$ cat src/rtl/rv_core_cfg.svh
`ifndef RV_CORE_CFG_SVH
`define RV_CORE_CFG_SVH

// core sizing for the rv32i execution unit

// datapath width, fixed by rv32i
`define RV_XLEN 32

// architectural registers, x0 included
`define RV_NREGS 32

// data memory depth in 32-bit words
// byte address bits above [1:0] pick the word
`define RV_DMEM_WORDS 64

`endif
$ cat src/rtl/rv_isa_pkg.sv
`default_nettype none

package rv_isa_pkg;

	// rv32i major opcodes, inst[6:0]
	typedef enum logic [6:0] {
		OP_LOAD   = 7'b0000011, // lb lh lw lbu lhu
		OP_IMM    = 7'b0010011, // addi .. srai
		OP_AUIPC  = 7'b0010111,
		OP_STORE  = 7'b0100011, // sb sh sw
		OP_REG    = 7'b0110011, // add .. and
		OP_LUI    = 7'b0110111,
		OP_BRANCH = 7'b1100011, // beq .. bgeu
		OP_JALR   = 7'b1100111,
		OP_JAL    = 7'b1101111
	} opcode_e;

	// alu operation codes
	typedef enum logic [4:0] {
		ALU_ADD    = 5'd0,
		ALU_SUB    = 5'd1,
		ALU_SLT    = 5'd2,
		ALU_SLTU   = 5'd3,
		ALU_XOR    = 5'd4,
		ALU_OR     = 5'd5,
		ALU_AND    = 5'd6,
		ALU_SLL    = 5'd7,
		ALU_SRL    = 5'd8,
		ALU_SRA    = 5'd9,
		ALU_PASS_B = 5'd10 // lui, operand b straight through
	} alu_op_e;

	// immediate layout
	typedef enum logic [2:0] {IMM_I = 3'd0, IMM_S = 3'd1, IMM_B = 3'd2, IMM_J = 3'd3, IMM_U = 3'd4} imm_sel_e;

	// register writeback source
	typedef enum logic [1:0] {WB_PC4 = 2'd0, WB_ALU = 2'd1, WB_LOAD = 2'd2} wb_sel_e;

	// load width and extension
	typedef enum logic [2:0] {
		LS_LB  = 3'd0,
		LS_LH  = 3'd1,
		LS_LW  = 3'd2,
		LS_LBU = 3'd3,
		LS_LHU = 3'd4
	} ls_size_e;

endpackage

`default_nettype wire

$ cat src/rtl/rv_pipe_pkg.sv
`default_nettype none

`include "rv_core_cfg.svh"

package rv_pipe_pkg;

	import rv_isa_pkg::*;

	typedef logic [`RV_XLEN-1:0]                word_t;
	typedef logic [$clog2(`RV_NREGS)-1:0]       reg_idx_t;
	typedef logic [$clog2(`RV_DMEM_WORDS)-1:0]  dmem_addr_t; // word index, not byte

	// host request
	typedef struct packed {
		word_t pc;
		word_t insn;
	} insn_req_t;

	// decoder output
	typedef struct packed {
		logic     rd_wren;
		logic     opa_sel;   // 1 = pc, 0 = rs1
		logic     opb_sel;   // 1 = imm, 0 = rs2
		logic     pc_sel;    // 1 = take alu result as next pc
		logic     mem_wren;
		logic     br_signed;
		logic     insn_vld;
		imm_sel_e imm_sel;
		alu_op_e  alu_op;
		wb_sel_e  wb_sel;
		ls_size_e ls_size;
		logic [2:0] bmask;   // {sw, sh, sb}
	} ctrl_t;

	typedef struct packed {
		word_t alu;
		word_t st_data;
		word_t pc_plus4;
	} exec_t;

	typedef struct packed {
		logic     insn_vld;
		logic     rd_wren;
		reg_idx_t rd;
		word_t    rd_data;
		word_t    next_pc;
	} retire_t;

endpackage

`default_nettype wire

$ cat src/rtl/rv_regfile.sv
`timescale 1ns/100ps
`default_nettype none

`include "rv_core_cfg.svh"

module rv_regfile import rv_pipe_pkg::*; (
	input  logic     i_clk,
	input  logic     i_rst_n,
	input  reg_idx_t i_rs1,
	input  reg_idx_t i_rs2,
	input  reg_idx_t i_rd,
	input  logic     i_wr_en,
	input  word_t    i_wr_data,
	output word_t    o_rs1_data,
	output word_t    o_rs2_data
);

	// x0 has no storage
	word_t regs [1:`RV_NREGS-1];

	always_ff @(posedge i_clk) begin
		if (!i_rst_n) begin
			for (int r = 1; r < `RV_NREGS; r++) begin
				regs[r] <= '0;
			end
		end else if (i_wr_en && (i_rd != '0)) begin // x0 writes dropped
			regs[i_rd] <= i_wr_data;
		end
	end

	// async read ports
	assign o_rs1_data = (i_rs1 == '0) ? '0 : regs[i_rs1];
	assign o_rs2_data = (i_rs2 == '0) ? '0 : regs[i_rs2];

endmodule

`default_nettype wire

$ cat config.mk
export PLATFORM = sky130hd
export DESIGN_NAME = rv_regfile
export DESIGN_NICKNAME = d
export VERILOG_FILES = /design/src/rtl/rv_isa_pkg.sv /design/src/rtl/rv_pipe_pkg.sv /design/src/rtl/rv_regfile.sv
export VERILOG_INCLUDE_DIRS = /design/src /design/src/rtl
export SDC_FILE = /design/constraint.sdc
export NUM_CORES = 2
export LEC_CHECK = 0
export BUFFER_PORTS_ARGS = -buffer_cell sky130_fd_sc_hd__buf_4
export CAP_MARGIN = 0
export CORE_UTILIZATION = 44
export DETAILED_ROUTE_END_ITERATION = 10
export GPL_TIMING_DRIVEN = 0
export PLACE_DENSITY_LB_ADDON = 0.25
export SLEW_MARGIN = 15
export SYNTH_ARGS = -nofsm -noshare
export SYNTH_HDL_FRONTEND = slang
export SYNTH_SLANG_ARGS = --single-unit
export TNS_END_PERCENT = 1
$ cat constraint.sdc
create_clock -name i_clk -period 15.2 [get_ports i_clk]
set_input_delay 4.56 -clock i_clk [delete_from_list [all_inputs] [get_ports i_clk]]
set_output_delay 4.56 -clock i_clk [all_outputs]
set_load 0.01 [all_outputs]
* Yosys cells after proc, flatten, opt, wreduce, memory -nomap -nowiden
Memories as Yosys holds them, arrays and structs flattened.
Cells that the tools add are included.
** Operators by class
- Add/subtract/negate cells :: 0
- $mul :: 0
- Div/mod/pow operators :: 0
- $lt $le $gt $ge :: 0
- Eq/ne operators :: 0
- Shift operators :: 0
- Mux-type cells :: 9
- Bitwise gates (word level) :: 0
- Reduce and logical (&&, ||, !) cells :: 5
** Operators with widths (number)
- 32-bit two-way mux :: 3
- 32-bit OR reduction :: 1
- 5-bit logical NOT :: 2
- 1-bit two-way mux :: 5
- 5-bit two-way mux :: 1
- 5-bit nonzero test :: 1
- 1-bit logical AND :: 1
** Storage, ports and cells
- Register bits after elaboration :: 0
- Bits in latches :: 0
- Bits in writable memories :: 992
- ROM bits :: 0
- Input port bits :: 50
- Output and inout bits :: 64
- Word-level logic and storage cells :: 15
- Memories kept :: 1
** Memories
- regs :: depth 31, bits a word 32, rd ports 2, clocked after Yosys merged registers in 0, write ports 31, RTL line rv_regfile.sv:19 : word_t regs [1:`RV_NREGS-1];

* Logic depth before layout (Yosys ltp)
- Word-level depth :: 7
- Mapped depth :: 9
- Gate-level depth less buffers :: 4

* Worst setup path before layout
Ideal clock, no wire load.
- Kind :: input -> output
- From :: input port i_rs2[0]
- To :: output port o_rs2_data[10]
- Arrival time :: 6.230 ns
- Required time :: 10.640 ns
- Path slack :: 4.410 ns
- Cell stages on the path :: 7
- Buffers on the path :: 4
- Path through :: clkbuf_1 buf_6 buf_6 buf_6 mux4_2 a2111oi_0 nor3_1
** Between the ends
- Cells in the longest elaborated chain, start to end :: 2
- Elaborated cells on any way between the ends :: 3
- Classes of those cells :: mux: 1; reduce/logical: 1; memory: 1
** Ends and longest elaborated chain
- from (decl) :: RTL line rv_regfile.sv:10 : input reg_idx_t i_rs2,
- memory 31 x 32 bit / 5-bit logical NOT (equally long branches)
- 32-bit two-way mux * :: RTL line rv_regfile.sv:33 : assign o_rs2_data = (i_rs2 == '0) ? '0 : regs[i_rs2];
- to (decl) :: RTL line rv_regfile.sv:15 : output word_t o_rs2_data
Mark *: on every way between the ends. The rest lies on a longest branch, timed or not.

* Worst setup path after layout
- From :: input port i_rs2[2]
- To :: output port o_rs2_data[12]
The elaborated chain is that of the path after synthesis.

==> flow_summary.ini <==
[cells_and_area]
fin_area_um2 = 62700
fillers = 10101
layout_commonest_cell = edfxtp_1
largest-register = regs
layout.nets = 3867
fin_cells = 5536
drive_gt1_frac = 0.251
reg.largest.list = regs x1024
largest_reg_flops = 1024
final_core_util = 0.513
final_cell_mix = edfxtp_1 (1024), and2_1 (995), mux4_2 (472), clkbuf_1 (288), mux2i_1 (150)
area.growth.synth_to_final_pct = 15.6

[power]
clock_power_share = 0.388
p_comb_frac = 0.140
power_leakage_nw = 21.5
switching_share = 0.263
power_frac_seq = 0.473
power.switching_mw = 1.86
ir_drop_mv = 0.101
power_mw = 7.08
p_int_mw = 5.22
p_per_area_nw_per_um2 = 113

[route]
dr_total_vias = 37099
firstDrtPassIters = 8
drtIter0Drc = 6861
routed_via_density = 6.70
finalWirelength_mm = 217
routedWlPerCell_um = 39.1
drc = 0
drtAntennaViolNets = 0

[clock_tree]
clockBufferDepth = 3
cts_resized = 0
cts_root_buf = clkbuf_16
cts_hold_buf = 0
post_cts.repair.setup_buffers = 0
h-tree-depth = 3
clkTransAtPathRegs_ps = 60
cts.sinks = 1024
tritoncts = done
numCtsBuffers = 112

[worst_setup_path]
critPathLaunchType = input pin
cp_data_required_time_ps = 10640
crit_top_cell = buf_1
crit_family = buffers and inverters
path_cells = buf_2, or3b_2, buf_1, buf_1, o22ai_1, a2111oi_1, nor3_1, buf_4
slowest_delay_ps = 1260
criticalPathCategory = in2out
cp_slowest_cell = a2111oi_1
path_buf_inv = 4
cp_data_arrival_time_ps = 9030
end_kind = output port
crit_fanout = 10

[timing]
finalSetupViolCount = 0
fin_crit_ps = 13590
post-route-period-util = 0.894
whs_ps = 4090
fmax_ghz = 0.0736
slew-limit-headroom = 0.0203
slew_violations = 0
hold_viol_final = 0
layout_setup_ws_ps = 1610
tightestPinTransition_ps = 1430
rsz0062_at_grt = no
finalSetupTns_ps = 0

[logic_synthesis]
seq_area_frac_synth = 0.567
ys_ff_latch = 1024
synth-edff-count = 1024
yosys_warnings = 0
synth_area_um2 = 54200
synth_flop_cell = edfxtp_1
synthCells = 3505
ys_types = 43
syn_area_per_cell_um2 = 15.5
synth-async-reset-ratio = 0

[run_status]
violations = max-capacitance violations
outcome = complete, but fails checks

[placement]
gp_congestion = 0.967
dp_slack_ps = 1980
postPlaceCellArea_um2 = 59000
place_inst = 5326
place_hpwl_mm = 153
port_buffers = 107

[die]
ioPinCount = 114
rows = 128
die_area_um2 = 125000
coreArea_um2 = 122000
die_w_um = 353
die_y_um = 353
start_util = 0.444

[hold_path]
min_from = i_wr_data[6]
hold_depth = 1
hold_end = regs[0][6]
hold_class = in2reg

[global_routing]
grt_pass1_wl_mm = 292
grt_pass1_vias = 36024
grt.total_usage = 0.345
grt_max_degree = 19
overflow = 0
antenna_found_initial = 12

[flow_run]
cap_violations = 1
## layer usage
metal / track usage / vias to the layer above / wire, µm
met4: 0.219 / 14 / 16200
met2: 0.498 / 3279 / 92800
li1: - / 14248 / -
met1: 0.452 / 18898 / 76700
met5: 0 / - / 94
met3: 0.108 / 660 / 30800
## worst max path at each step
stage | startpoint | end | slack [ps] | cells after the start
floorplan | i_rs2[0] | o_rs2_data[10] | 4410 | 7
global placement | i_rs2[1] | o_rs2_data[15] | 1880 | 8
detailed placement | i_rs2[2] | o_rs2_data[13] | 1980 | 9
CTS | i_rs2[2] | o_rs2_data[13] | 1980 | 9
global route | i_rs2[2] | o_rs2_data[12] | 1890 | 8
finish | i_rs2[2] | o_rs2_data[12] | 1610 | 8
## cells by family after synthesis
logic type	Yosys count	synth area share
flops	1024	0.567
compound gates	290	0.0394
other cells	1	0.0000692
mux	652	0.230
simple gates	1147	0.130
buf+inv	391	0.0336
## layout make-up
type | instances | area [µm²] | share of cell area
repair buffers | 167 | 2310 | 0.0368
clock buffers | 138 | 2990 | 0.0476
inverters | 2 | 7.51 | 0.000120
plain buffers | 389 | 1830 | 0.0293
clock inverters | 66 | 596 | 0.00950
flip-flops and latches | 1024 | 30700 | 0.491
diodes | 4 | 10.0 | 0.000160
multi-input cells | 2121 | 22100 | 0.353
well taps | 1625 | 2030 | 0.0324
## power groups by stage
stage / Clock, mW / Sequential, mW / Combinational [mW]
floorplan: 0 / 3.37 / 0.510
global placement: 0 / 3.42 / 0.886
detailed placement: 0 / 3.40 / 0.953
CTS: 2.72 / 3.34 / 0.955
global route: 2.83 / 3.36 / 0.996
finish: 2.74 / 3.34 / 0.988
## cells in the mapped netlist, types with 2 or more instances
library cell	instances	share of area
nor4_1	5	0.00058
nor3_1	54	0.0050
a221oi_1	4	0.00065
mux4_2	472	0.20
nor2_1	36	0.0025
nor2b_1	14	0.0016
nand4b_1	2	0.00032
a32o_1	4	0.00074
or3b_2	3	0.00048
mux2_2	30	0.0062
a211oi_1	7	0.00097
a21oi_1	12	0.0011
or3_1	3	0.00035
a2111oi_1	41	0.0076
nor4b_1	2	0.00032
a2111oi_0	14	0.0023
a221o_1	2	0.00037
buf_1	13	0.00090
o22ai_1	103	0.012
nand2b_1	5	0.00058
buf_6	22	0.0046
buf_2	35	0.0032
nand3_1	5	0.00046
nand2_1	8	0.00055
nand3b_1	5	0.00069
edfxtp_1	1024	0.57
a22o_1	51	0.0082
and3_1	3	0.00035
and2_1	995	0.11
o21ai_0	35	0.0032
buf_4	38	0.0053
inv_1	2	0.00014
mux2i_1	150	0.028
or2_1	2	0.00023
a22oi_1	16	0.0022
clkbuf_1	281	0.019
(Power assumes the default switching activity.)
