==> config.mk <==
export PLATFORM = sky130hd
export DESIGN_NAME = rv_decode
export DESIGN_NICKNAME = d
export VERILOG_FILES = /design/src/rtl/rv_isa_pkg.sv /design/src/rtl/rv_pipe_pkg.sv /design/src/rtl/rv_decode.sv
export VERILOG_INCLUDE_DIRS = /design/src /design/src/rtl
export SDC_FILE = /design/constraint.sdc
export NUM_CORES = 1
export LEC_CHECK = 0
export ABC_CLOCK_PERIOD_IN_PS = 1730
export BUFFER_PORTS_ARGS = -buffer_cell sky130_fd_sc_hd__clkbuf_2
export CORE_AREA = 2 2 56 47
export DETAILED_ROUTE_END_ITERATION = 7
export DIE_AREA = 0 0 58 49
export SLEW_MARGIN = 20
export SYNTH_ARGS = -nofsm -noshare
export SYNTH_HDL_FRONTEND = slang
export SYNTH_SLANG_ARGS = --single-unit
==> constraint.sdc <==
create_clock -name vclk -period 1.73
set_input_delay 0.2595 -clock vclk [all_inputs]
set_output_delay 0.2595 -clock vclk [all_outputs]
set_load 0.01 [all_outputs]
==> src/rtl/rv_core_cfg.svh <==
`ifndef RV_CORE_CFG_SVH
`define RV_CORE_CFG_SVH

// core sizing for the rv32i execution unit

// datapath width, fixed by rv32i
`define RV_XLEN 32

// architectural registers, x0 included
`define RV_NREGS 32

// data memory depth in 32-bit words
// byte address bits above [1:0] pick the word
`define RV_DMEM_WORDS 64

`endif
==> src/rtl/rv_isa_pkg.sv <==
`default_nettype none

package rv_isa_pkg;

	// rv32i major opcodes, inst[6:0]
	typedef enum logic [6:0] {
		OP_LOAD   = 7'b0000011, // lb lh lw lbu lhu
		OP_IMM    = 7'b0010011, // addi .. srai
		OP_AUIPC  = 7'b0010111,
		OP_STORE  = 7'b0100011, // sb sh sw
		OP_REG    = 7'b0110011, // add .. and
		OP_LUI    = 7'b0110111,
		OP_BRANCH = 7'b1100011, // beq .. bgeu
		OP_JALR   = 7'b1100111,
		OP_JAL    = 7'b1101111
	} opcode_e;

	// alu operation codes
	typedef enum logic [4:0] {
		ALU_ADD    = 5'd0,
		ALU_SUB    = 5'd1,
		ALU_SLT    = 5'd2,
		ALU_SLTU   = 5'd3,
		ALU_XOR    = 5'd4,
		ALU_OR     = 5'd5,
		ALU_AND    = 5'd6,
		ALU_SLL    = 5'd7,
		ALU_SRL    = 5'd8,
		ALU_SRA    = 5'd9,
		ALU_PASS_B = 5'd10 // lui, operand b straight through
	} alu_op_e;

	// immediate layout
	typedef enum logic [2:0] {IMM_I = 3'd0, IMM_S = 3'd1, IMM_B = 3'd2, IMM_J = 3'd3, IMM_U = 3'd4} imm_sel_e;

	// register writeback source
	typedef enum logic [1:0] {WB_PC4 = 2'd0, WB_ALU = 2'd1, WB_LOAD = 2'd2} wb_sel_e;

	// load width and extension
	typedef enum logic [2:0] {
		LS_LB  = 3'd0,
		LS_LH  = 3'd1,
		LS_LW  = 3'd2,
		LS_LBU = 3'd3,
		LS_LHU = 3'd4
	} ls_size_e;

endpackage

`default_nettype wire

==> src/rtl/rv_pipe_pkg.sv <==
`default_nettype none

`include "rv_core_cfg.svh"

package rv_pipe_pkg;

	import rv_isa_pkg::*;

	typedef logic [`RV_XLEN-1:0]                word_t;
	typedef logic [$clog2(`RV_NREGS)-1:0]       reg_idx_t;
	typedef logic [$clog2(`RV_DMEM_WORDS)-1:0]  dmem_addr_t; // word index, not byte

	// host request
	typedef struct packed {
		word_t pc;
		word_t insn;
	} insn_req_t;

	// decoder output
	typedef struct packed {
		logic     rd_wren;
		logic     opa_sel;   // 1 = pc, 0 = rs1
		logic     opb_sel;   // 1 = imm, 0 = rs2
		logic     pc_sel;    // 1 = take alu result as next pc
		logic     mem_wren;
		logic     br_signed;
		logic     insn_vld;
		imm_sel_e imm_sel;
		alu_op_e  alu_op;
		wb_sel_e  wb_sel;
		ls_size_e ls_size;
		logic [2:0] bmask;   // {sw, sh, sb}
	} ctrl_t;

	typedef struct packed {
		word_t alu;
		word_t st_data;
		word_t pc_plus4;
	} exec_t;

	typedef struct packed {
		logic     insn_vld;
		logic     rd_wren;
		reg_idx_t rd;
		word_t    rd_data;
		word_t    next_pc;
	} retire_t;

endpackage

`default_nettype wire

==> src/rtl/rv_decode.sv <==
`timescale 1ns/100ps
`default_nettype none

module rv_decode import rv_isa_pkg::*, rv_pipe_pkg::*; (
	input  logic [6:0] i_op,
	input  logic [2:0] i_funct3,
	input  logic       i_funct7_5,
	input  logic       i_br_less,
	input  logic       i_br_equal,
	output ctrl_t      o_ctrl
);

	logic is_load;
	logic is_alu_imm;
	logic is_auipc;
	logic is_store;
	logic is_alu_reg;
	logic is_lui;
	logic is_branch;
	logic is_jalr;
	logic is_jal;
	logic funct_bad; // opcode known but funct fields are not

	assign is_load    = (i_op == OP_LOAD);   // 3
	assign is_alu_imm = (i_op == OP_IMM);    // 19
	assign is_auipc   = (i_op == OP_AUIPC);  // 23
	assign is_store   = (i_op == OP_STORE);  // 35
	assign is_alu_reg = (i_op == OP_REG);    // 51
	assign is_lui     = (i_op == OP_LUI);    // 55
	assign is_branch  = (i_op == OP_BRANCH); // 99
	assign is_jalr    = (i_op == OP_JALR);   // 103
	assign is_jal     = (i_op == OP_JAL);    // 111

	always_comb begin
		o_ctrl    = '0; // imm i, alu add, wb pc+4
		funct_bad = 1'b0;
		if (is_load) begin
			o_ctrl.rd_wren = 1'b1;
			o_ctrl.opb_sel = 1'b1; // base + offset
			o_ctrl.wb_sel  = WB_LOAD;
			case (i_funct3)
				3'b000:  o_ctrl.ls_size = LS_LB;
				3'b001:  o_ctrl.ls_size = LS_LH;
				3'b010:  o_ctrl.ls_size = LS_LW;
				3'b100:  o_ctrl.ls_size = LS_LBU;
				3'b101:  o_ctrl.ls_size = LS_LHU;
				default: funct_bad = 1'b1;
			endcase
		end else if (is_alu_imm) begin
			o_ctrl.rd_wren = 1'b1;
			o_ctrl.opb_sel = 1'b1;
			o_ctrl.wb_sel  = WB_ALU;
			case (i_funct3)
				3'b000: o_ctrl.alu_op = ALU_ADD;
				3'b001: begin
					o_ctrl.alu_op = ALU_SLL;
					funct_bad     = i_funct7_5; // slli wants bit 30 clear
				end
				3'b010: o_ctrl.alu_op = ALU_SLT;
				3'b011: o_ctrl.alu_op = ALU_SLTU;
				3'b100: o_ctrl.alu_op = ALU_XOR;
				3'b101: o_ctrl.alu_op = i_funct7_5 ? ALU_SRA : ALU_SRL;
				3'b110: o_ctrl.alu_op = ALU_OR;
				default: o_ctrl.alu_op = ALU_AND;
			endcase
		end else if (is_auipc) begin
			o_ctrl.rd_wren = 1'b1;
			o_ctrl.opa_sel = 1'b1; // pc + upper imm
			o_ctrl.opb_sel = 1'b1;
			o_ctrl.imm_sel = IMM_U;
			o_ctrl.wb_sel  = WB_ALU;
		end else if (is_store) begin
			o_ctrl.mem_wren = 1'b1;
			o_ctrl.opb_sel  = 1'b1;
			o_ctrl.imm_sel  = IMM_S;
			case (i_funct3)
				3'b000:  o_ctrl.bmask = 3'b001; // sb
				3'b001:  o_ctrl.bmask = 3'b010; // sh
				3'b010:  o_ctrl.bmask = 3'b100; // sw
				default: funct_bad = 1'b1;
			endcase
		end else if (is_alu_reg) begin
			o_ctrl.rd_wren = 1'b1;
			o_ctrl.wb_sel  = WB_ALU;
			case ({i_funct7_5, i_funct3})
				4'b0_000: o_ctrl.alu_op = ALU_ADD;
				4'b1_000: o_ctrl.alu_op = ALU_SUB;
				4'b0_001: o_ctrl.alu_op = ALU_SLL;
				4'b0_010: o_ctrl.alu_op = ALU_SLT;
				4'b0_011: o_ctrl.alu_op = ALU_SLTU;
				4'b0_100: o_ctrl.alu_op = ALU_XOR;
				4'b0_101: o_ctrl.alu_op = ALU_SRL;
				4'b1_101: o_ctrl.alu_op = ALU_SRA;
				4'b0_110: o_ctrl.alu_op = ALU_OR;
				4'b0_111: o_ctrl.alu_op = ALU_AND;
				default:  funct_bad = 1'b1; // bit 30 set outside sub and sra
			endcase
		end else if (is_lui) begin
			o_ctrl.rd_wren = 1'b1;
			o_ctrl.opb_sel = 1'b1;
			o_ctrl.imm_sel = IMM_U;
			o_ctrl.alu_op  = ALU_PASS_B;
			o_ctrl.wb_sel  = WB_ALU;
		end else if (is_branch) begin
			o_ctrl.opa_sel   = 1'b1; // target = pc + b imm
			o_ctrl.opb_sel   = 1'b1;
			o_ctrl.imm_sel   = IMM_B;
			o_ctrl.br_signed = ~i_funct3[1]; // bltu/bgeu compare unsigned
			case (i_funct3)
				3'b000:          o_ctrl.pc_sel = i_br_equal;
				3'b001:          o_ctrl.pc_sel = ~i_br_equal;
				3'b100, 3'b110:  o_ctrl.pc_sel = i_br_less;
				3'b101, 3'b111:  o_ctrl.pc_sel = ~i_br_less;
				default:         funct_bad = 1'b1;
			endcase
		end else if (is_jalr) begin
			o_ctrl.pc_sel  = 1'b1;
			o_ctrl.rd_wren = 1'b1;
			o_ctrl.opb_sel = 1'b1; // rs1 + i imm
			o_ctrl.wb_sel  = WB_PC4;
			funct_bad      = (i_funct3 != 3'b000);
		end else if (is_jal) begin
			o_ctrl.pc_sel  = 1'b1;
			o_ctrl.rd_wren = 1'b1;
			o_ctrl.opa_sel = 1'b1;
			o_ctrl.opb_sel = 1'b1;
			o_ctrl.imm_sel = IMM_J;
			o_ctrl.wb_sel  = WB_PC4;
		end else begin
			funct_bad = 1'b1; // system, fence, garbage
		end

		// bad encodings retire without side effects
		o_ctrl.insn_vld = ~funct_bad;
		if (funct_bad) begin
			o_ctrl.rd_wren  = 1'b0;
			o_ctrl.mem_wren = 1'b0;
			o_ctrl.pc_sel   = 1'b0; // fall through to pc+4
		end
	end

endmodule

`default_nettype wire

Yosys cells after proc, flatten, opt, wreduce, memory -nomap -nowiden
Cells that the tools add are included.
{"block": "classes", "n_mux": 82, "bitwise": 4, "n_eq_ne": 25, "n_reduce_logical": 9}
{"op": "3-bit 2-to-1 mux", "n": 16}
{"op": "4-bit 2-to-1 mux", "n": 11}
{"op": "1-bit 2-to-1 mux", "n": 38}
{"op": "4-bit one-hot mux with 9 select lines", "n": 1}
{"op": "4-bit one-hot mux with 7 select lines", "n": 1}
{"op": "7-bit by 6-bit == test with 1-bit output (second input constant)", "n": 3}
{"op": "7-bit == test (second input constant)", "n": 3}
{"op": "6-bit 2-to-1 mux", "n": 3}
{"op": "4-bit by 3-bit == test with 1-bit output (second input constant)", "n": 4}
{"op": "2-bit 2-to-1 mux", "n": 8}
{"op": "7-bit by 5-bit == test with 1-bit output (second input constant)", "n": 2}
{"op": "3-bit == test (second input constant)", "n": 4}
{"op": "3-bit one-hot mux with 4 select lines", "n": 1}
{"op": "10-bit OR reduction", "n": 1}
{"op": "3-bit one-hot mux with 3 select lines", "n": 1}
{"op": "4-bit by 2-bit == test with 1-bit output (second input constant)", "n": 2}
{"op": "4-bit == test (second input constant)", "n": 2}
{"op": "8-bit 2-to-1 mux", "n": 1}
{"op": "7-bit by 2-bit == test with 1-bit output (second input constant)", "n": 1}
{"op": "3-bit by 2-bit == test with 1-bit output (second input constant)", "n": 2}
{"op": "6-bit OR reduction", "n": 1}
{"op": "5-bit OR reduction", "n": 1}
{"op": "4-bit by 1-bit == test with 1-bit output (second input constant)", "n": 1}
{"op": "4-bit logical NOT", "n": 1}
{"op": "other kinds (7)", "n": 11}
{"block": "word_totals", "register_bits": 0}

Logic depth before layout (Yosys ltp)
{"block": "depth", "depth_word": 19, "depth_mapped": 7}

Worst setup path before layout
OpenSTA, ideal clock, no wires.
{"block": "synth_timing", "path_type": "in2out", "start": "in i_funct3[2]", "end": "out o_ctrl[19] (netlist bit)", "arrival_ps": 1487, "path_slack_ps": -17, "path_stages": 5, "path_buffers": 1, "path_cell_list": "buf_6 -> or3_1 -> a211oi_2 -> o22ai_2 -> a2111oi_2"}
{"item": "start: declaration", "line_no": "rv_decode.sv:6", "rtl": "input logic [2:0] i_funct3,"}
{"item": "end: declaration", "line_no": "rv_decode.sv:10", "rtl": "output ctrl_t o_ctrl"}

==> impl_results.md <==
- Die area: 0.002842 mm2
- Top cell type's share of synthesized area: 0.06857
- Multi-input logic area: 666.9 um2
- Area after DPL: 0.001012 mm2
- Num rows: 16
- Vias: 948
- Layout cells sized above 1: 0.5705
- FILL cells: 230
- Top cells by area, synth: a21oi_1 (6.9%), nand2_1 (6.3%), buf_2 (5.3%)
- Sequential share of power: 0
- Synth unique cells: 45
- Fin crit period: 1817 ps
- Final setup viols: 3
- Worst EP arrival: 1560 ps
- Worst Setup SP: i_funct3[1]
- Max cap viols: 0
- CP required: 1470 ps
- Most frequent cells after synthesis: nand2_1 (11), a21oi_1 (9), nor2_1 (9)
- # clk buffers: 0
- # port buffers: 35
- Syn_area_per_cell: 6.256 um2
- Slew Viols, Final: 0
- Clock power frac: 0
- Sequential share of the synthesized area: 0
- Logic pwr share: 1.000
- ANT cells: 0
- Failing checks: setup timing
- Pre-antenna DRT Iters: 4
- Global placement routability congestion: 0.8709
- Sequential cells: 0
- Register area: 0 um2
- Leading cell type by number of instances after synthesis: nand2_1
- CP Launch Type: input port
- Leak Pwr: 0.5374 nW
- Pwr/cell area: 166.4 mW/mm2
- VDD IR-drop max: 0.1005 mV
- Vias in the first global route: 861
- Fmax: 550.4 MHz
- Initial Utilization: 0.2829
- Remaining DRCs: 0
- Status: finished with violations
- Worst hold-check slack: 875.8 ps
- # hold bufs at CTS: 0
- Antenna viol nets, final: 0
- Initial antenna violation count: 0
- Worst Hold Launch: i_funct7_5
- WL/cell: 11.81 um
- Post-route cell area: 0.001151 mm2
- Avg Vias per Cell: 5.180
- CP endpoint kind: output port
- Final Hold Vio Count: 0
- Starting DRT DRC Count: 21
- Pint: 0.00009068 W
- Total wire length: 2162 um
- Net Sw Power: 0.0001008 W
- Setup ws final: -86.81 ps
- Post-detail-place hpwl: 1766 um
- End point of the worst hold path: o_ctrl[10]
- Core Area: 0.002322 mm2
- Synth area leader: a21oi_1
- Final Util: 0.4957
- Synth Cell Area: 656.9 um2
- Total grt overflow: 0
- Die width: 58 um
- Pwr Total: 0.0001915 W
- First-pass GRT wire length: 3608 um
- Area grow syn2layout: 75.24%
- HP Class: input port to output port
- Synth Warn #: 0
- Crit path kind: input port to output port
- Hold depth: 3
- RSZ-0062 raised after global routing: yes
- Switch share: 0.5265
- IO Pins: 36
- Critical Path Fanout Max: 3
- Syn Nets: 118
- Final Net Count: 171
- GRT Total Usage: 0.1483
- Fin crit share: 1.050
- Largest net degree at the start of global routing: 16
- Die H: 49 um
- Synth Instances: 105
what timing repair did:
action                                 CTS  global route
endpoints found under the hold margin    0             0
pin swaps                                2             5
setup buffers                            0             1
setup endpoints to repair                4            12
resized for setup                        5            39
critical path, cell delays in order:
cell and delay [ps]:
buf_6 90, or3_4 390, a211oi_4 250, o22ai_4 110
a2111oi_4 280, buf_2 180
how the worst max path moves through the flow:
stage                     cells past startpoint    endpoint
after floorplan                               5   o_ctrl[0]
after global placement                        6  o_ctrl[19]
after detailed placement                      6  o_ctrl[19]
after CTS                                     6  o_ctrl[19]
after global routing                          6  o_ctrl[19]
final                                         6  o_ctrl[19]
cell usage in the layout, fill, tap and decap left out, types with 2 or more instances in the layout:
cell type	count
clkbuf_2	22
nand2b_1	2
and2_1	2
nor4b_2	2
nand2_2	2
buf_6	6
inv_2	2
o21ai_0	6
and4bb_2	2
buf_4	27
nand3_1	5
inv_1	6
xor2_1	3
xnor2_1	2
nand2_1	9
nor2_1	8
a21oi_1	8
buf_2	8
area by class of cell:
class	instances	share of cell area
Multi-Input combinational cell	85	0.5794
Inverter	8	0.02609
Timing Repair Buffer	63	0.3652
Tap cell	27	0.02935
stage by stage:
| step | setup slack, ps | cells | TNS, ps |
|---|---|---|---|
| floorplan | 26.29 | 105 | 0 |
| global placement | -136.3 | 182 | -297.0 |
| detailed placement | -141.4 | 182 | -319.9 |
| CTS | -104.3 | 182 | -197.8 |
| global route | -144.5 | 183 | -387.0 |
| finish | -86.81 | 183 | -118.3 |
power by group through the flow:
stage	logic (W)	registers, W	clock network [W]
after detailed placement	0.000162	0	0
after global placement	0.000160	0	0
final	0.000191	0	0
after floorplan	0.0000983	0	0
after global routing	0.000208	0	0
after CTS	0.000167	0	0
cells by family after synthesis:
group           count (synthesis)  share of synthesized area
other cells                     1                   0.005709
compound gates                 27                     0.2876
xor+xnor                        6                    0.08000
buf+inv                        20                     0.1505
simple gates                   51                     0.4762
routing by layer:
layer	vias up	global-route usage	routed length, um
met2	27	0.2595	1027
met3	2	0.002653	103
met5	-	0	0
li1	480	-	-
met1	439	0.2146	1023
met4	0	0	7
Note: power is estimated with default switching activity, not from simulation.
