--- config.mk ---
export PLATFORM = sky130hd
export DESIGN_NAME = rv_execute
export DESIGN_NICKNAME = d
export VERILOG_FILES = /design/src/rtl/rv_isa_pkg.sv /design/src/rtl/rv_pipe_pkg.sv /design/src/rtl/rv_execute.sv
export VERILOG_INCLUDE_DIRS = /design/src /design/src/rtl
export SDC_FILE = /design/constraint.sdc
export NUM_CORES = 1
export LEC_CHECK = 0
export BUFFER_PORTS_ARGS = -buffer_cell sky130_fd_sc_hd__buf_2
export CAP_MARGIN = 20
export CORE_MARGIN = 2
export CORE_UTILIZATION = 35
export DETAILED_ROUTE_END_ITERATION = 10
export GPL_ROUTABILITY_DRIVEN = 0
export SYNTH_ARGS = -nofsm -noshare
export SYNTH_HDL_FRONTEND = slang
export SYNTH_SLANG_ARGS = --single-unit
export TNS_END_PERCENT = 50
--- constraint.sdc ---
create_clock -name vclk -period 3.9
set_clock_uncertainty 0.1 [all_clocks]
set_input_delay 0 -clock vclk [all_inputs]
set_output_delay 0 -clock vclk [all_outputs]
set_load 0.02 [all_outputs]
--- src/rtl/rv_core_cfg.svh ---
`ifndef RV_CORE_CFG_SVH
`define RV_CORE_CFG_SVH

// core sizing for the rv32i execution unit

// datapath width, fixed by rv32i
`define RV_XLEN 32

// architectural registers, x0 included
`define RV_NREGS 32

// data memory depth in 32-bit words
// byte address bits above [1:0] pick the word
`define RV_DMEM_WORDS 64

`endif
--- src/rtl/rv_isa_pkg.sv ---
`default_nettype none

package rv_isa_pkg;

	// rv32i major opcodes, inst[6:0]
	typedef enum logic [6:0] {
		OP_LOAD   = 7'b0000011, // lb lh lw lbu lhu
		OP_IMM    = 7'b0010011, // addi .. srai
		OP_AUIPC  = 7'b0010111,
		OP_STORE  = 7'b0100011, // sb sh sw
		OP_REG    = 7'b0110011, // add .. and
		OP_LUI    = 7'b0110111,
		OP_BRANCH = 7'b1100011, // beq .. bgeu
		OP_JALR   = 7'b1100111,
		OP_JAL    = 7'b1101111
	} opcode_e;

	// alu operation codes
	typedef enum logic [4:0] {
		ALU_ADD    = 5'd0,
		ALU_SUB    = 5'd1,
		ALU_SLT    = 5'd2,
		ALU_SLTU   = 5'd3,
		ALU_XOR    = 5'd4,
		ALU_OR     = 5'd5,
		ALU_AND    = 5'd6,
		ALU_SLL    = 5'd7,
		ALU_SRL    = 5'd8,
		ALU_SRA    = 5'd9,
		ALU_PASS_B = 5'd10 // lui, operand b straight through
	} alu_op_e;

	// immediate layout
	typedef enum logic [2:0] {IMM_I = 3'd0, IMM_S = 3'd1, IMM_B = 3'd2, IMM_J = 3'd3, IMM_U = 3'd4} imm_sel_e;

	// register writeback source
	typedef enum logic [1:0] {WB_PC4 = 2'd0, WB_ALU = 2'd1, WB_LOAD = 2'd2} wb_sel_e;

	// load width and extension
	typedef enum logic [2:0] {
		LS_LB  = 3'd0,
		LS_LH  = 3'd1,
		LS_LW  = 3'd2,
		LS_LBU = 3'd3,
		LS_LHU = 3'd4
	} ls_size_e;

endpackage

`default_nettype wire

--- src/rtl/rv_pipe_pkg.sv ---
`default_nettype none

`include "rv_core_cfg.svh"

package rv_pipe_pkg;

	import rv_isa_pkg::*;

	typedef logic [`RV_XLEN-1:0]                word_t;
	typedef logic [$clog2(`RV_NREGS)-1:0]       reg_idx_t;
	typedef logic [$clog2(`RV_DMEM_WORDS)-1:0]  dmem_addr_t; // word index, not byte

	// host request
	typedef struct packed {
		word_t pc;
		word_t insn;
	} insn_req_t;

	// decoder output
	typedef struct packed {
		logic     rd_wren;
		logic     opa_sel;   // 1 = pc, 0 = rs1
		logic     opb_sel;   // 1 = imm, 0 = rs2
		logic     pc_sel;    // 1 = take alu result as next pc
		logic     mem_wren;
		logic     br_signed;
		logic     insn_vld;
		imm_sel_e imm_sel;
		alu_op_e  alu_op;
		wb_sel_e  wb_sel;
		ls_size_e ls_size;
		logic [2:0] bmask;   // {sw, sh, sb}
	} ctrl_t;

	typedef struct packed {
		word_t alu;
		word_t st_data;
		word_t pc_plus4;
	} exec_t;

	typedef struct packed {
		logic     insn_vld;
		logic     rd_wren;
		reg_idx_t rd;
		word_t    rd_data;
		word_t    next_pc;
	} retire_t;

endpackage

`default_nettype wire

--- src/rtl/rv_execute.sv ---
`timescale 1ns/100ps
`default_nettype none

module rv_execute import rv_isa_pkg::*, rv_pipe_pkg::*; (
	input  insn_req_t i_insn,
	input  word_t     i_rs1_data,
	input  word_t     i_rs2_data,
	input  ctrl_t     i_ctrl,
	output logic      o_br_less,
	output logic      o_br_equal,
	output exec_t     o_exec
);

	word_t      insn;
	word_t      imm;
	word_t      opa;
	word_t      opb;
	word_t      alu;
	logic [4:0] shamt;

	assign insn = i_insn.insn;

	// immediate generator, sign from inst[31]
	always_comb begin
		case (i_ctrl.imm_sel)
			IMM_I:   imm = {{20{insn[31]}}, insn[31:20]};
			IMM_S:   imm = {{20{insn[31]}}, insn[31:25], insn[11:7]};
			IMM_B:   imm = {{19{insn[31]}}, insn[31], insn[7], insn[30:25], insn[11:8], 1'b0};
			IMM_J:   imm = {{11{insn[31]}}, insn[31], insn[19:12], insn[20], insn[30:21], 1'b0};
			IMM_U:   imm = {insn[31:12], 12'b0};
			default: imm = '0;
		endcase
	end

	assign opa   = i_ctrl.opa_sel ? i_insn.pc : i_rs1_data;
	assign opb   = i_ctrl.opb_sel ? imm : i_rs2_data;
	assign shamt = opb[4:0]; // only low 5 bits shift

	always_comb begin
		case (i_ctrl.alu_op)
			ALU_ADD:    alu = opa + opb; // also ld/st address, branch target
			ALU_SUB:    alu = opa - opb;
			ALU_SLT:    alu = word_t'($signed(opa) < $signed(opb));
			ALU_SLTU:   alu = word_t'(opa < opb);
			ALU_XOR:    alu = opa ^ opb;
			ALU_OR:     alu = opa | opb;
			ALU_AND:    alu = opa & opb;
			ALU_SLL:    alu = opa << shamt;
			ALU_SRL:    alu = opa >> shamt;
			ALU_SRA:    alu = word_t'($signed(opa) >>> shamt);
			ALU_PASS_B: alu = opb; // lui
			default:    alu = opa + opb;
		endcase
	end

	// branch comparator, always on rs1/rs2
	assign o_br_equal = (i_rs1_data == i_rs2_data);
	assign o_br_less  = i_ctrl.br_signed ? ($signed(i_rs1_data) < $signed(i_rs2_data))
	                                     : (i_rs1_data < i_rs2_data);

	assign o_exec = '{
		alu:      alu,
		st_data:  i_rs2_data,
		pc_plus4: i_insn.pc + 32'd4
	};

endmodule

`default_nettype wire

# Yosys cells after proc, flatten, opt, wreduce, memory -nomap -nowiden
# Cells that the tools add are included.
[word_totals]
regBits = 0
wordCells = 34
inputBits = 151
output_inout_bits = 98
[classes]
n_bitwise = 3
order_cmp = 4
n_mux = 5
eq_ne = 15
add_sub_neg = 3
shifts = 3
reduce_logical = 1
[ops]
columns = ["cell", "count"]
rows = [
  ["one-hot mux 32 bit (10 select lines)", 1],
  ["one-hot mux 32 bit (5 select lines)", 1],
  ["< comparator 32 bit", 4],
  ["2-to-1 mux 32 bit", 2],
  ["adder 32 x 3 -> 32 bit, second input constant", 1],
  ["adder 32 bit", 1],
  ["bitwise AND 32 bit", 1],
  ["equality test 32 bit", 1],
  ["OR 32 bit", 1],
  ["<< shifter 32 x 5 -> 32 bit", 1],
  ["right shift 32 x 5 -> 32 bit", 1],
  [">>> shifter 32 x 5 -> 32 bit", 1],
  ["subtractor 32 bit", 1],
  ["XOR 32 bit", 1],
  ["equality test 5 x 3 -> 1 bit, second input constant", 4],
  ["equality test 5 x 4 -> 1 bit, second input constant", 3],
  ["equality test 5 x 2 -> 1 bit, second input constant", 2],
  ["equality test 3 x 2 -> 1 bit, second input constant", 2],
  ["equality test 5 x 1 -> 1 bit, second input constant", 1],
  ["equality test 3 x 1 -> 1 bit, second input constant", 1],
  ["equality test 3 bit, second input constant", 1],
  ["zero test 3 bit", 1],
  ["2-to-1 mux 1 bit", 1],
]

# Logic depth before layout (Yosys ltp)
# Gate-level depths: netlist of run 1.
[logic_depth]
ltp_word = 5
depth_mapped = 20
mapped_depth_nobuf = 17

# Worst setup path after synthesis of run 1
# OpenSTA, ideal clock, no wires.
[synth_timing]
kind = "in2out"
startpoint = "in i_ctrl[13] (netlist name)"
endpoint = "out o_exec[90] (netlist name)"
slack_ns = -0.538
arrival_time_ns = 4.338
t_required_ns = 3.800
path_stages = 19
n_path_buf = 4
cell_sequence = "buf_4 -> mux2i_1 -> o31ai_4 -> buf_2 -> buf_2 -> buf_2 -> ha_1 -> inv_1 -> fa_1 -> o21bai_1 -> a2111oi_0 -> o2111ai_1 -> a31oi_1 -> o21ai_1 -> a31oi_1 -> o311a_1 -> or2_1 -> o2111a_1 -> o221ai_1"
[synth_rtl]
columns = ["item", "line", "text"]
rows = [
  ["start: declaration", "rv_execute.sv:8", "input ctrl_t i_ctrl,"],
  ["end: declaration", "rv_execute.sv:11", "output exec_t o_exec"],
]

==> flow_summary_export.csv, run 1 <==
group,metric,value,unit
final_layout,stdcell_area,15000,um2
final_layout,fin_cells,2544,
hold_path,hold_end,"o_exec[35]",
route,drt-initial-drc-count,2522,
sta,period_minus_slack,4.00,ns
floorplanning,rows,66,
synth,synthCells,1792,
place,dp.cells,2535,
final_layout,final_layout_size_suffix_gt1_frac,0.304,
floorplanning,core-area,32600,um2
place,port_buffers,230,
final_layout,layout.nets,2387,
sta,fin_tns_setup,-0.125,ns
floorplanning,start_util,0.356,
synth,synth_top_cell_area_share,0.140,
route,num_vias,16300,
route,via_per_inst,6.40,
global_routing,grt_max_degree,61,
floorplanning,fp.dieW,186,um
hold_path,hold_class,"in -> out",
critical_path,crit_path_start_kind,"input pin",
route,ant_nets,0,
hold_path,hold_depth,2,
floorplanning,die-area,34600,um2
final_layout,clkbuf_count,0,
power_and_ir_drop,p_per_area,215,nW/um2
sta,setup_viol,3,
route,wl,60800,um
floorplanning,fp.dieH,186,um
place,post-place-ws,-0.201,ns
global_routing,grt_pass1_wl,89700,um
hold_path,min_from,"i_rs2_data[3]",
critical_path,cp-end-kind,"output port",
critical_path,setup.worst_path.class,"in -> out",
global_routing,antenna_found_initial,2,
sta,hold_viol,0,
status,violations,"negative setup slack",
route,drtPass1Iterations,6,
sta,worstMarginPinSlew,1.11,ns
synth,synthTopCellsByArea,"ha_1 14%, a21oi_1 9.0%, o21ai_0 5.0%",
global_routing,grt.total_usage,0.336,
synth,avgSynthCellArea,6.47,um2
place,dpl-instance-area,14400,um2
sta,finalCritPeriodShare,1.03,
power_and_ir_drop,p_leak,0.00683,uW
critical_path,critPathMaxFanout,7,
power_and_ir_drop,ir_drop,79.8,uV
synth,synth_area,11600,um2
status,status,"finished with violations",
final_layout,n_fill_cell,3347,
final_layout,diodes,0,
sta,setup_slack,-0.0996,ns
critical_path,critPathArrivalTime,3.90,ns
final_layout,regArea,0,um2
sta,relSlewSlack,0.259,
job,cap_viol_max_count,0,
sta,maxSlewViolCount,0,
synth,seq_area_frac_synth,0,
synth,yosys.area.top_type,"ha_1",
final_layout,nFlopsAndLatches,0,
route,wire_per_inst,23.9,um
global_routing,grt_overflow_total,0,
route,drc,0,
synth,yosys_warnings,0,
sta,rsz0062_at_grt,"true",
critical_path,worstPathRequired,3.80,ns
place,place_hpwl,48900,um
clocking,cts_hold_buf,0,
floorplanning,pin_count,249,
final_layout,syn2layout_area_growth,29.2,%
global_routing,grt_pass1_vias,14800,
synth,ys_types,86,
synth,synth_nets,2075,
sta,max_freq,250,MHz
[per-layer routing]
layer,share of wire,track usage,vias up
li1,-,-,7252
met5,0.00030,0,-
met4,0.081,0.204,2
met2,0.42,0.512,1279
met1,0.38,0.443,7450
met3,0.12,0.0540,295
[synth_stat cells, drive strengths merged, types with 6 or more instances]
cell type / number
o21a: 17
a21o: 29
a211oi: 28
or2: 9
nor3: 37
nand2: 140
a21boi: 7
or4: 6
o31ai: 15
nor2: 148
a2111oi: 6
o2111ai: 8
nor2b: 16
a21oi: 208
ha: 130
buf: 92
or3: 8
a221oi: 29
o22ai: 31
mux2i: 55
nor4: 7
and2: 9
clkbuf: 71
nor3b: 7
o21bai: 15
o221ai: 21
o211ai: 46
inv: 127
nand3: 57
o21ai: 144
xor2: 11
nand4: 30
nand3b: 6
and3: 16
a31oi: 37
a22oi: 16
mux2: 43
nand2b: 12
a211o: 8
xnor2: 37
[layout by cell type, fill, tap and decap left out, types with 14 or more instances in the layout]
| cell | n |
|---|---|
| buf_4 | 229 |
| buf_2 | 221 |
| a21oi_1 | 194 |
| nor2_1 | 143 |
| nand2_1 | 136 |
| inv_1 | 122 |
| ha_1 | 121 |
| o21ai_0 | 110 |
| nand3_1 | 55 |
| mux2i_1 | 51 |
| o211ai_1 | 45 |
| mux2_2 | 41 |
| xnor2_1 | 36 |
| o21ai_1 | 31 |
| o22ai_1 | 30 |
| nor3_1 | 30 |
| nand4_1 | 29 |
| a21o_1 | 28 |
| a31oi_1 | 27 |
| a221oi_1 | 24 |
| a211oi_1 | 23 |
| o221ai_1 | 20 |
| o21a_1 | 16 |
| and3_1 | 15 |
| nor2b_1 | 14 |
| a22oi_1 | 14 |
[critical path: stages]
cell and delay [ns]:
buf_8 0.10, buf_12 0.12, xnor2_4 0.32, buf_6 0.16
mux2i_4 0.25, nand2_4 0.08, buf_6 0.13, fa_2 0.41
nor2b_2 0.13, o21a_1 0.16, o211ai_1 0.17, a31oi_1 0.21
buf_4 0.19, o2111ai_2 0.10, nand4_1 0.23, a31oi_2 0.18
o31a_1 0.34, o211ai_1 0.22, o2111ai_2 0.19, buf_6 0.19
[layout make-up]
| cell class | instances | area [um2] | share of cell area |
|---|---|---|---|
| multi-input cells | 1500 | 10800 | 0.720 |
| repair buffers | 473 | 3160 | 0.211 |
| well taps | 442 | 553 | 0.0369 |
| inverters | 129 | 484 | 0.0323 |
[logic make-up (layout without fill, tap and decap cells)]
logic type	count (synthesis)	count (layout)	share of synthesized area
AO/OA/AOI/OAI	706	706	0.392
XOR/XNOR	48	48	0.0379
adder cells (fa/ha/maj)	132	132	0.144
buffers and inverters	292	602	0.117
multiplexers	99	99	0.0950
AND/OR/NAND/NOR	515	515	0.214
[power by group]
part	internal, uW	switching [uW]
Clock	0	0
Sequential	0	0
Combinational	1260	1970
[how the worst max path moves through the flow]
| stage | startpoint | end | slack [ns] | cells past startpoint |
|---|---|---|---|---|
| final | i_ctrl[13] | o_exec[64] | -0.1 | 20 |
| after global routing | i_ctrl[13] | o_exec[64] | -0.19 | 20 |
| after CTS | i_ctrl[14] | o_exec[64] | -0.02 | 20 |
| after detailed placement | i_ctrl[21] | o_exec[90] | -0.20 | 17 |
| after global placement | i_ctrl[21] | o_exec[90] | -0.22 | 17 |
| after floorplan | i_ctrl[13] | o_exec[90] | -0.05 | 19 |
[per-stage QoR]
step           power [uW]  hold WS (ns)  utilization
6_report             3230         0.134        0.460
5_1_grt              3400         0.141        0.460
4_1_cts              2970         0.136        0.444
3_5_place_dp         2930         0.136        0.441
3_3_place_gp         2910         0.134        0.441
2_1_floorplan        1800       -0.0234            -
[what timing repair did]
action	in CTS	in global routing
buffers inserted	0	11
resized for setup	24	96
pin swaps	5	38
endpoints found under the setup margin	12	22
Note: power is estimated with default switching activity, not from simulation.
==> run 2: changes to the inputs <==
Clock period 3.9 ns to 4.85 ns, I/O delays scaled along.
==> flow_summary_export.csv, run 2 (synthesis gave the netlist of run 1 again) <==
group,metric,value,unit
floorplanning,fp.dieH,186,um
global_routing,grt_pass1_vias,13900,
place,dp.cells,2370,
global_routing,grt_max_degree,62,
sta,period_minus_slack,4.72,ns
route,drtPass1Iterations,8,
critical_path,worstPathRequired,4.75,ns
power_and_ir_drop,p_sw,1450,uW
global_routing,grt_pass1_wl,84500,um
place,place_hpwl,46300,um
critical_path,cp.depth,16,
final_layout,layout.nets,2213,
route,num_vias,15500,
power_and_ir_drop,combPwrFrac,1.000,
hold_path,hold_class,"in -> out",
job,cap_viol_max_count,0,
status,status,"completed",
final_layout,n_fill_cell,3524,
critical_path,slowest_stage,"o311ai_0",
sta,worstMarginPinSlew,1.19,ns
final_layout,nFlopsAndLatches,0,
route,ant_nets,0,
sta,hold_slack,0.133,ns
floorplanning,core-area,32600,um2
power_and_ir_drop,p_int,751,uW
power_and_ir_drop,ir_drop,59.8,uV
floorplanning,pin_count,249,
sta,rsz0062_at_grt,"false",
critical_path,path_buf_inv,2,
critical_path,cp-end-kind,"output port",
sta,hold_viol,0,
critical_path,path_delay_family,"compound AO/OA/AOI/OAI gates",
final_layout,layout_common_cells,"230 x buf_2, 207 x a21oi_1, 145 x nor2_1",
critical_path,crit_path_start_kind,"input pin",
power_and_ir_drop,netSwitchingFraction,0.659,
power_and_ir_drop,p_leak,0.00585,uW
final_layout,final_layout_size_suffix_gt1_frac,0.201,
final_layout,clkbuf_count,0,
floorplanning,die-area,34600,um2
global_routing,antenna_found_initial,0,
critical_path,critPathMaxFanout,8,
sta,fin_tns_setup,0,ns
final_layout,diodes,0,
final_layout,syn2layout_area_growth,12.1,%
sta,relSlewSlack,0.208,
sta,max_freq,212,MHz
critical_path,setup.worst_path.class,"in -> out",
route,via_per_inst,6.56,
power_and_ir_drop,p_per_area,169,nW/um2
global_routing,grt.total_usage,0.319,
route,drc,0,
floorplanning,start_util,0.356,
critical_path,crit_top_cell,"o211ai_1",
power_and_ir_drop,pwr-share-clk,0,
clocking,post_cts_buffers,0,
sta,finalCritPeriodShare,0.974,
final_layout,final_common_cell,"buf_2",
sta,setup_viol,0,
final_layout,regArea,0,um2
global_routing,grt_overflow_total,0,
critical_path,max_stage_delay,0.59,ns
route,wire_per_inst,24.4,um
final_layout,fin_cells,2370,
critical_path,path_cells,"buf_2 -> xnor2_4 -> mux2i_1 -> nor2_4 -> ha_1 -> nor2_1 -> nand3_1 -> a31oi_1 -> a21oi_1 -> o311ai_0 -> o211ai_1 -> o21ai_0 -> o211ai_1 -> o21ai_0 -> o211ai_1 -> buf_2",
floorplanning,rows,66,
sta,maxSlewViolCount,0,
place,port_buffers,230,
floorplanning,fp.dieW,186,um
power_and_ir_drop,power_frac_seq,0,
hold_path,hold_depth,2,
route,wl,57900,um
route,drt-initial-drc-count,2656,
critical_path,critPathArrivalTime,4.62,ns
==> run 2: cell count changes in the layout (fill, tap and decap cells not counted), sizes merged <==
cell	delta
buf	-174
==> run 2: stage by stage <==
| stage | total power, uW | instance area, um2 | util | setup slack [ns] |
|---|---|---|---|---|
| floorplan | 1430 | 11600 | - | 0.412 |
| global placement | 2090 | 13000 | 0.399 | 0.403 |
| detailed placement | 2100 | 13000 | 0.399 | 0.259 |
| CTS | 2110 | 13000 | 0.399 | 0.246 |
| global route | 2330 | 13000 | 0.399 | 0.00418 |
| finish | 2200 | 13000 | 0.399 | 0.126 |
==> run 2: worst paths after layout <==
kind | start | to | slack (ns)
worst max-delay path | i_ctrl[14] | o_exec[91] | 0.13
worst min-delay path | i_rs2_data[25] | o_exec[57] | 0.13
==> run 2: timing repair <==
item	4_1_cts	5_1_grt
resized for setup	0	2
hold buffers	0	0
setup endpoints to repair	0	3
==> run 2: power by group through the flow <==
stage          sequential [uW]  combinational, uW  clock, uW
5_1_grt                      0               2330          0
3_3_place_gp                 0               2090          0
2_1_floorplan                0               1430          0
3_5_place_dp                 0               2100          0
4_1_cts                      0               2110          0
6_report                     0               2200          0
==> run 2: metal layers <==
metal / global-route usage / wire (um) / share of wire
met5: 0.0193 / 87 / 0.0015
met4: 0.217 / 4760 / 0.082
met3: 0.0485 / 6850 / 0.12
met1: 0.419 / 22500 / 0.39
met2: 0.475 / 23700 / 0.41
==> run 2: final cells by class <==
class	count	area, um2	area share
Inverter	129	484	0.0372
Tap cell	442	553	0.0425
Multi-Input combinational cell	1500	10300	0.791
Timing Repair Buffer	299	1680	0.129
